### src/verilog/cpu_macros.svh
// Register stage sizing constants, included by the package and by RTL that sizes port arrays
`ifndef CPU_MACROS_SVH
`define CPU_MACROS_SVH

// ------------------------------
// Architectural register file
// ------------------------------

// Architectural registers, r0 hard-wired to zero
`define GPR_COUNT 32

// Bits needed to name one register
`define REG_NUM_WIDTH 5

// Integer datapath width
`define WORD_WIDTH 32

// ------------------------------
// Port counts
// ------------------------------

// Order is slot0 A, slot0 B, slot1 A, slot1 B
`define READ_PORTS 4

// Issue and retire slots per cycle
`define ISSUE_WIDTH 2

`endif

### src/verilog/cpuPkg.sv
// Shared register-number, word and operand types, imported by every RTL file of the register stage
`default_nettype none

`include "cpu_macros.svh"

package cpuPkg;

    // ------------------------------
    // Basic datapath types
    // ------------------------------

    // Register number, indexes r0..r31
    typedef logic [`REG_NUM_WIDTH-1:0] regNum_t;

    // One data word
    typedef logic [`WORD_WIDTH-1:0] word_t;

    // Constant returned for r0 and on reset
    localparam word_t ZERO_WORD = '0;

    // Register number of the zero register
    localparam regNum_t ZERO_REG = '0;

    // ------------------------------
    // Issue-side operand bundle
    // ------------------------------

    // Both sources of one issued instruction
    typedef struct packed {
        word_t srcA;
        word_t srcB;
    } operandPair_t;

endpackage

`default_nettype wire

### src/verilog/writeBackIf.sv
// Write-back bus from the write-back stage into the register file, both retire slots at once
`timescale 1ns/1ps
`default_nettype none

`include "cpu_macros.svh"

interface writeBackIf;
    import cpuPkg::*;

    // One enable bit per retire slot
    logic [`ISSUE_WIDTH-1:0] writeEnable;

    // Slot 0 is the older instruction
    regNum_t writeNum0;
    word_t   writeData0;

    // Slot 1 is the younger one, wins on a tie
    regNum_t writeNum1;
    word_t   writeData1;

    // Producer side
    modport wbStage (
        output writeEnable, writeNum0, writeNum1, writeData0, writeData1
    );

    // Consumer side, also used for forwarding
    modport regFile (
        input writeEnable, writeNum0, writeNum1, writeData0, writeData1
    );

endinterface

`default_nettype wire
### src/verilog/operandFetch.sv
// Issue-side operand fetch, drives the read ports and registers both operand pairs for execute
`timescale 1ns/1ps
`default_nettype none

`include "cpu_macros.svh"

module operandFetch (
    input  logic                    clk,
    input  logic                    rst,
    // Issue slots
    input  logic [`ISSUE_WIDTH-1:0] issueValid_i,
    input  cpuPkg::regNum_t         issue0SrcA_i,
    input  cpuPkg::regNum_t         issue0SrcB_i,
    input  cpuPkg::regNum_t         issue1SrcA_i,
    input  cpuPkg::regNum_t         issue1SrcB_i,
    // Register file read ports
    output cpuPkg::regNum_t         readNum_o  [`READ_PORTS],
    input  cpuPkg::word_t           readData_i [`READ_PORTS],
    // Towards execute
    output logic [`ISSUE_WIDTH-1:0] operandValid_o,
    output cpuPkg::operandPair_t    operand0_o,
    output cpuPkg::operandPair_t    operand1_o
);
    import cpuPkg::*;

    // ------------------------------
    // Read port mapping
    // ------------------------------

    // Fixed order, slot-major then source
    assign readNum_o[0] = issue0SrcA_i;
    assign readNum_o[1] = issue0SrcB_i;
    assign readNum_o[2] = issue1SrcA_i;
    assign readNum_o[3] = issue1SrcB_i;

    // ------------------------------
    // Operand registers
    // ------------------------------

    // Valid bits follow issue every cycle
    always_ff @(posedge clk) begin
        if (!rst) begin
            operandValid_o <= '0;
        end else begin
            operandValid_o <= issueValid_i;
        end
    end

    // Pairs load on a valid slot, hold otherwise
    always_ff @(posedge clk) begin
        if (!rst) begin
            operand0_o <= '0;
            operand1_o <= '0;
        end else begin
            if (issueValid_i[0]) begin
                operand0_o.srcA <= readData_i[0];
                operand0_o.srcB <= readData_i[1];
            end
            if (issueValid_i[1]) begin
                operand1_o.srcA <= readData_i[2];
                operand1_o.srcB <= readData_i[3];
            end
        end
    end

endmodule

`default_nettype wire

### src/verilog/regFile.sv
// Four-read two-write register file with same-cycle forwarding, younger retire slot wins on conflict
`timescale 1ns/1ps
`default_nettype none

`include "cpu_macros.svh"

module regFile (
    input  logic            clk,
    input  logic            rst,
    // Read ports, combinational
    input  cpuPkg::regNum_t readNum_i  [`READ_PORTS],
    output cpuPkg::word_t   readData_o [`READ_PORTS],
    // Write-back bus
    writeBackIf.regFile     wb
);
    import cpuPkg::*;

    // ------------------------------
    // Storage and write-side views
    // ------------------------------

    // r0 has no storage
    word_t gpr [1:`GPR_COUNT-1];

    // Write slots as indexable arrays
    regNum_t writeNum  [`ISSUE_WIDTH];
    word_t   writeData [`ISSUE_WIDTH];

    // Per read port, per slot forwarding match
    logic [`ISSUE_WIDTH-1:0] hit [`READ_PORTS];

    // Both slots enabled on the same register
    logic wawConflict;

    assign writeNum[0]  = wb.writeNum0;
    assign writeNum[1]  = wb.writeNum1;
    assign writeData[0] = wb.writeData0;
    assign writeData[1] = wb.writeData1;

    assign wawConflict = (&wb.writeEnable) && (wb.writeNum0 == wb.writeNum1);

    // ------------------------------
    // Forwarding match
    // ------------------------------

    for (genvar p = 0; p < `READ_PORTS; p++) begin : gHit
        for (genvar s = 0; s < `ISSUE_WIDTH; s++) begin : gSlot
            assign hit[p][s] = wb.writeEnable[s] && (writeNum[s] == readNum_i[p]);
        end
    end

    // ------------------------------
    // Read logic
    // ------------------------------

    // Priority: r0, younger slot, older slot, storage
    always_comb begin
        for (int p = 0; p < `READ_PORTS; p++) begin
            if (readNum_i[p] == ZERO_REG) begin
                readData_o[p] = ZERO_WORD;
            end else if (hit[p][1]) begin
                readData_o[p] = writeData[1];
            end else if (hit[p][0]) begin
                readData_o[p] = writeData[0];
            end else begin
                readData_o[p] = gpr[readNum_i[p]];
            end
        end
    end

    // ------------------------------
    // Write logic
    // ------------------------------

    always_ff @(posedge clk) begin
        if (!rst) begin
            for (int r = 1; r < `GPR_COUNT; r++) begin
                gpr[r] <= ZERO_WORD;
            end
        end else begin
            // Older slot, skipped when the younger one hits the same register
            if (wb.writeEnable[0] && (writeNum[0] != ZERO_REG) && !wawConflict) begin
                gpr[writeNum[0]] <= writeData[0];
            end
            // Younger slot always lands
            if (wb.writeEnable[1] && (writeNum[1] != ZERO_REG)) begin
                gpr[writeNum[1]] <= writeData[1];
            end
        end
    end

endmodule

`default_nettype wire

### src/verilog/regStage.sv
// Register stage top level, ties write-back, register file and operand fetch to plain ports
`timescale 1ns/1ps
`default_nettype none

`include "cpu_macros.svh"

module regStage (
    input  logic                    clk,
    input  logic                    rst,
    // Retire side
    input  logic [`ISSUE_WIDTH-1:0] retireEnable_i,
    input  cpuPkg::regNum_t         retire0Num_i,
    input  cpuPkg::regNum_t         retire1Num_i,
    input  cpuPkg::word_t           retire0Data_i,
    input  cpuPkg::word_t           retire1Data_i,
    // Issue side
    input  logic [`ISSUE_WIDTH-1:0] issueValid_i,
    input  cpuPkg::regNum_t         issue0SrcA_i,
    input  cpuPkg::regNum_t         issue0SrcB_i,
    input  cpuPkg::regNum_t         issue1SrcA_i,
    input  cpuPkg::regNum_t         issue1SrcB_i,
    // Operands for execute
    output logic [`ISSUE_WIDTH-1:0] operandValid_o,
    output cpuPkg::operandPair_t    operand0_o,
    output cpuPkg::operandPair_t    operand1_o
);
    import cpuPkg::*;

    // ------------------------------
    // Internal connections
    // ------------------------------

    writeBackIf wbBus ();

    regNum_t readNum  [`READ_PORTS];
    word_t   readData [`READ_PORTS];

    // Retire results, one cycle to the bus
    wbStage u_wbStage (
        .clk            (clk),
        .rst            (rst),
        .retireEnable_i (retireEnable_i),
        .retire0Num_i   (retire0Num_i),
        .retire1Num_i   (retire1Num_i),
        .retire0Data_i  (retire0Data_i),
        .retire1Data_i  (retire1Data_i),
        .wb             (wbBus)
    );

    // Storage plus forwarding
    regFile u_regFile (
        .clk        (clk),
        .rst        (rst),
        .readNum_i  (readNum),
        .readData_o (readData),
        .wb         (wbBus)
    );

    // Issue reads, operands one cycle later
    operandFetch u_operandFetch (
        .clk            (clk),
        .rst            (rst),
        .issueValid_i   (issueValid_i),
        .issue0SrcA_i   (issue0SrcA_i),
        .issue0SrcB_i   (issue0SrcB_i),
        .issue1SrcA_i   (issue1SrcA_i),
        .issue1SrcB_i   (issue1SrcB_i),
        .readNum_o      (readNum),
        .readData_i     (readData),
        .operandValid_o (operandValid_o),
        .operand0_o     (operand0_o),
        .operand1_o     (operand1_o)
    );

endmodule

`default_nettype wire

### src/verilog/wbStage.sv
// Write-back pipeline register that captures both retiring results and drives the write-back bus
`timescale 1ns/1ps
`default_nettype none

`include "cpu_macros.svh"

module wbStage (
    input  logic                    clk,
    input  logic                    rst,
    // Retire slots from the execute side
    input  logic [`ISSUE_WIDTH-1:0] retireEnable_i,
    input  cpuPkg::regNum_t         retire0Num_i,
    input  cpuPkg::regNum_t         retire1Num_i,
    input  cpuPkg::word_t           retire0Data_i,
    input  cpuPkg::word_t           retire1Data_i,
    // Towards the register file
    writeBackIf.wbStage             wb
);
    import cpuPkg::*;

    // ------------------------------
    // Pipeline registers
    // ------------------------------

    logic [`ISSUE_WIDTH-1:0] enableQ;
    regNum_t                 num0Q;
    regNum_t                 num1Q;
    word_t                   data0Q;
    word_t                   data1Q;

    // Slot enables cleared while in reset
    always_ff @(posedge clk) begin
        if (!rst) begin
            enableQ <= '0;
        end else begin
            enableQ <= retireEnable_i;
        end
    end

    // Numbers and data captured every cycle
    // Writes to r0 pass through and the register file drops them
    always_ff @(posedge clk) begin
        num0Q  <= retire0Num_i;
        num1Q  <= retire1Num_i;
        data0Q <= retire0Data_i;
        data1Q <= retire1Data_i;
    end

    // ------------------------------
    // Drive the bus
    // ------------------------------

    assign wb.writeEnable = enableQ;
    assign wb.writeNum0   = num0Q;
    assign wb.writeNum1   = num1Q;
    assign wb.writeData0  = data0Q;
    assign wb.writeData1  = data1Q;

endmodule

`default_nettype wire

### config.mk
export PLATFORM = sky130hd
export DESIGN_NAME = regStage
export DESIGN_NICKNAME = d
export VERILOG_FILES = /design/src/verilog/cpuPkg.sv /design/src/verilog/writeBackIf.sv /design/src/verilog/operandFetch.sv /design/src/verilog/regFile.sv /design/src/verilog/regStage.sv /design/src/verilog/wbStage.sv
export VERILOG_INCLUDE_DIRS = /design/src /design/src/verilog
export SDC_FILE = /design/constraint.sdc
export NUM_CORES = 2
export LEC_CHECK = 0
export BUFFER_PORTS_ARGS = -buffer_cell sky130_fd_sc_hd__buf_2
export CAP_MARGIN = 20
export CORE_AREA = 2 2 503 505
export DETAILED_ROUTE_END_ITERATION = 8
export DIE_AREA = 0 0 505 507
export PLACE_DENSITY = 0.52
export SYNTH_ARGS = -nofsm -noshare
export SYNTH_HDL_FRONTEND = slang
export SYNTH_SLANG_ARGS = --single-unit
### constraint.sdc
create_clock -name clk -period 8.15 [get_ports clk]
set_input_delay 1.2225 -clock clk [delete_from_list [all_inputs] [get_ports clk]]
set_output_delay 1.2225 -clock clk [all_outputs]
set_load 0.03 [all_outputs]
== Word-level counts from Yosys, hierarchy flattened ==
Memory sizes are Yosys's and may differ from the RTL's.
Index checks and enable logic that the tools add are counted.

* Flip-flop bits (word level): 206
* RAM bits: 992
* Input bits: 100
* Logic and storage cells: 67
* Memories: 1

{| class="wikitable"
|+ Memory list
! memory !! words !! bits a word !! read ports !! clocked after Yosys merged registers in !! wr ports !! RTL line !! text
|-
| u_regFile.gpr || 31 || 32 || 4 || 0 || 31 || regFile.sv:23 || <nowiki>word_t gpr [1:`GPR_COUNT-1];</nowiki>
|}

* Eq/ne operators: 9
* Mux-type cells: 25
* Reductions and logical operators: 22

{| class="wikitable"
|+ Operator list
! cell !! count
|-
| two-way mux 32 bit || 14
|-
| OR reduction 32 bit || 2
|-
| == test 5 bit || 9
|-
| logical NOT 5 bit || 4
|-
| logical AND 1 bit || 12
|-
| two-way mux 5 bit || 2
|-
| nonzero test 5 bit || 2
|-
| two-way mux 1 bit || 9
|-
| AND reduction 2 bit || 1
|-
| logical NOT 1 bit || 1
|}

== Depth between registers and ports, before layout ==
* Depth after elaboration: 9
* Depth in mapped cells: 10
* Gate-level depth less buffers: 5

== By module ==
From an unflattened synthesis, not the netlist that was laid out.

* Cell total of the unflattened synthesis: 6179
* Area, all modules: 83722.8 sq um

{| class="wikitable"
|+ Modules (own cells, without submodules)
! module !! times used !! cells an instance !! area an instance (sq um)
|-
| regFile || 1 || 5665 || 77125.2
|-
| operandFetch || 1 || 436 || 5063.6
|-
| wbStage || 1 || 78 || 1534.0
|}

== Worst setup path after synthesis ==
No wires, ideal clock.

* Path kind: input -> register
* Start point: input rst
* End point: memory u_regFile.gpr[12][0] (netlist name) (enable)
* Library setup time: 0.390 ns
* Data arrival time: 3.043 ns
* Required time: 7.760 ns
* Slack: 4.717 ns
* Cell stages on the path: 6
* Buffers on the path: 2
* Cells stage by stage: clkbuf_1 > nand2_1 > or3_1 > clkbuf_1 > nor2_1 > or3_1

{| class="wikitable"
|+ RTL lines
! item !! RTL line !! text
|-
| start: declaration || regStage.sv:9 || <nowiki>input logic rst,</nowiki>
|-
| end: declaration || regFile.sv:23 ||
|}

==> flow_summary.toml <==
[timing]
max_freq_ghz = 0.220
rsz0062_at_grt = "no"
finalCritPeriodShare_pct = 55.8
clock_skew_ns = 0.0572
finalSetupTns_ns = 0
relSlewSlack_pct = 18.4
finalHoldViolCount = 0
setup_viol = 0
setup_ws_ns = 3.61
slew_viol_final = 0
worst_pin_slew_ns = 1.22
finalCriticalPeriod_ns = 4.54

[power_and_ir_drop]
ir_drop_uv = 243
p_per_area_nw_per_um2 = 184
p_leak_nw = 32.5

[placed_design]
numPlacedInstances = 9068
gp_congestion = 0.942
hpwlAfterDp_microns = 256000
portBuffers = 229
pre_cts_ws_ns = 2.92

[synthesis]
avgSynthCellArea_sq_um = 13.7
syn_area_sq_um = 84900
syn-instance-count = 6205
synth_top_cell_area_share_pct = 36.2
async_flop_share_pct = 0
ys_seq_area_share_pct = 41.1
synth_area_leaders = "edfxtp_1 36%, mux4_2 26%, a22o_1 10%, dfxtp_1 4.9%, mux2i_1 4.0%"
synth_edf_count = 1024
yosys-top-cells-count = "1024 x edfxtp_1, 992 x a22o_1, 968 x mux4_2"
ys_warn_count = 0
synthFlopType = "edfxtp_1"
ys_types = 65
yosysTopAreaCell = "edfxtp_1"
yosysMostFrequentCell = "edfxtp_1"
synth-seq-cells = 1230

[detailed_routing]
viasPerCell = 7.46
ant_nets = 0
num_vias = 69800
first_pass_iters = 8
drt_wl_total_microns = 427000
drc = 0
initialDrtViolationCount = 11300
wire_per_inst_microns = 45.7

[layout]
nets = 5973
regArea_sq_um = 34900
fillers = 23700
instances_no_fill = 9360
syn_to_final_growth_pct = 10.7
multiInputGateArea_sq_um = 46300
drive_gt1_share_pct = 30.9
utilization_pct = 37.5

[die]
start_util_pct = 33.9
rows = 184
dieHeight_microns = 507
dieArea_sq_um = 256000
io_pins = 230
die_x_microns = 505
core-area_sq_um = 250000

[job]
maxCapViolations = 0

[worst_hold_path]
min_path_type = "input port to register"

[cts]
cts_resized = 0
h-tree-depth = 4
clk_latency_ns = 0.87
cts_hold_buf = 0
clock-root-buffer = "clkbuf_16"
cts_sinks = 1230
cts_setup_buffers = 0
cts_tree = "built"
cts.path.max_buffers = 3
clk_pin_slew_ns = 0.06
cts_buffers = 151

[grt]
grt_max_degree = 100
antenna_found_initial = 16
grt.total_usage_pct = 32.3
grt_pass1_wl_microns = 573000
gr-total-overflow = 0
grt_pass1_vias = 65800

[worst_setup_path]
cp-end-kind = "register"
worstPathRequired_ns = 8.61
critPathArrivalTime_ns = 5.00
start_kind = "input port"
path_max_fanout = 32
critPathKind = "input port to register"

[run_status]
status = "complete, no violations"
[layout make-up]
| type | instances | area share [%] |
|---|---|---|
| sequential | 1230 | 37.1 |
| multi-input combinational | 3962 | 49.2 |
| timing repair buffer | 487 | 3.66 |
| clock inverter | 81 | 0.948 |
| inverter | 41 | 0.169 |
| clock buffer | 194 | 4.38 |
| antenna | 17 | 0.0453 |
| tap | 3348 | 4.46 |
[registers in the layout, summed over array words and instances (netlist names)]
name                           flops
u_operandFetch.operand1_o         64
u_wbStage.wb.writeData0           32
u_wbStage.wb.writeNum0             5
u_wbStage.wb.writeEnable           2
u_operandFetch.operandValid_o      2
u_wbStage.wb.writeNum1             5
u_operandFetch.operand0_o         64
u_regFile.gpr                   1024
u_wbStage.wb.writeData1           32
[cell families (layout without fill, tap and decap cells)]
logic type / Yosys count / count (layout) / share of synthesized area [%]
compound gates: 1923 / 1923 / 18.9
mux: 1340 / 1340 / 30.1
flops: 1230 / 1230 / 41.1
buf+inv: 1044 / 803 / 5.29
simple gates: 622 / 622 / 4.18
xor+xnor: 45 / 45 / 0.464
other cells: 1 / 49 / 0.00442
[placed cells by master (no fill, tap or decap), types with 25 or more instances in the layout]
cell type	count
edfxtp_1	1024
a22o_1	992
mux4_2	968
mux2i_1	341
buf_4	241
a211oi_1	224
nor2b_1	217
buf_2	213
dfxtp_1	206
a211o_1	181
clkbuf_16	154
nor3_1	127
o22ai_1	92
a221oi_1	90
a2bb2oi_1	90
a311oi_1	90
nor2_4	65
a31oi_1	64
nand2_1	43
inv_1	38
or4_1	35
o211ai_1	32
conb_1	32
nor3b_1	31
mux2_2	31
o21ai_0	31
or3_2	30
clkbuf_1	28
xnor2_1	25
[metal layers]
layer,routed length [microns],global-route usage (%),vias to the layer above
li1,-,-,25800
met1,147000,38.9,36000
met2,188000,48.9,6424
met3,55900,10.2,1533
met4,36200,22.9,14
met5,92,0,-
[stage by stage]
stage	instance area, sq um	power, mW	hold slack (ns)
6_report	94000	17.3	0.461
5_1_grt	93900	17.6	0.448
4_1_cts	93900	17.2	0.420
3_5_place_dp	88900	10.2	0.474
3_3_place_gp	88800	10.2	0.479
2_1_floorplan	85000	9.06	0.624
[power breakdown]
part	switching [mW]	leakage [nW]	internal (mW)
logic	1.87	17.4	1.02
clock network	3.01	2.44	4.08
registers	0.275	12.7	7.02
[worst max-delay path: stages]
cell and delay [ns]:
buf_2 0.57, nand4_1 0.97, nor2_4 0.95, buf_4 0.44
or3_2 0.18, buf_4 0.56
[path summary, 6_finish.rpt]
check                                   to  slack (ns)  depth (start not counted)                           from
max                  u_regFile.gpr[31][21]        3.61                          6                            rst
min              u_wbStage.wb.writeNum1[4]        0.46                          1                retire1Num_i[4]
max reg2reg          u_regFile.gpr[10][10]        3.64                          7      u_wbStage.wb.writeNum0[3]
min reg2reg  u_operandFetch.operand0_o[62]        0.48                          2  u_operandFetch.operand0_o[62]
No activity file was read; power rests on OpenSTA's default activity.
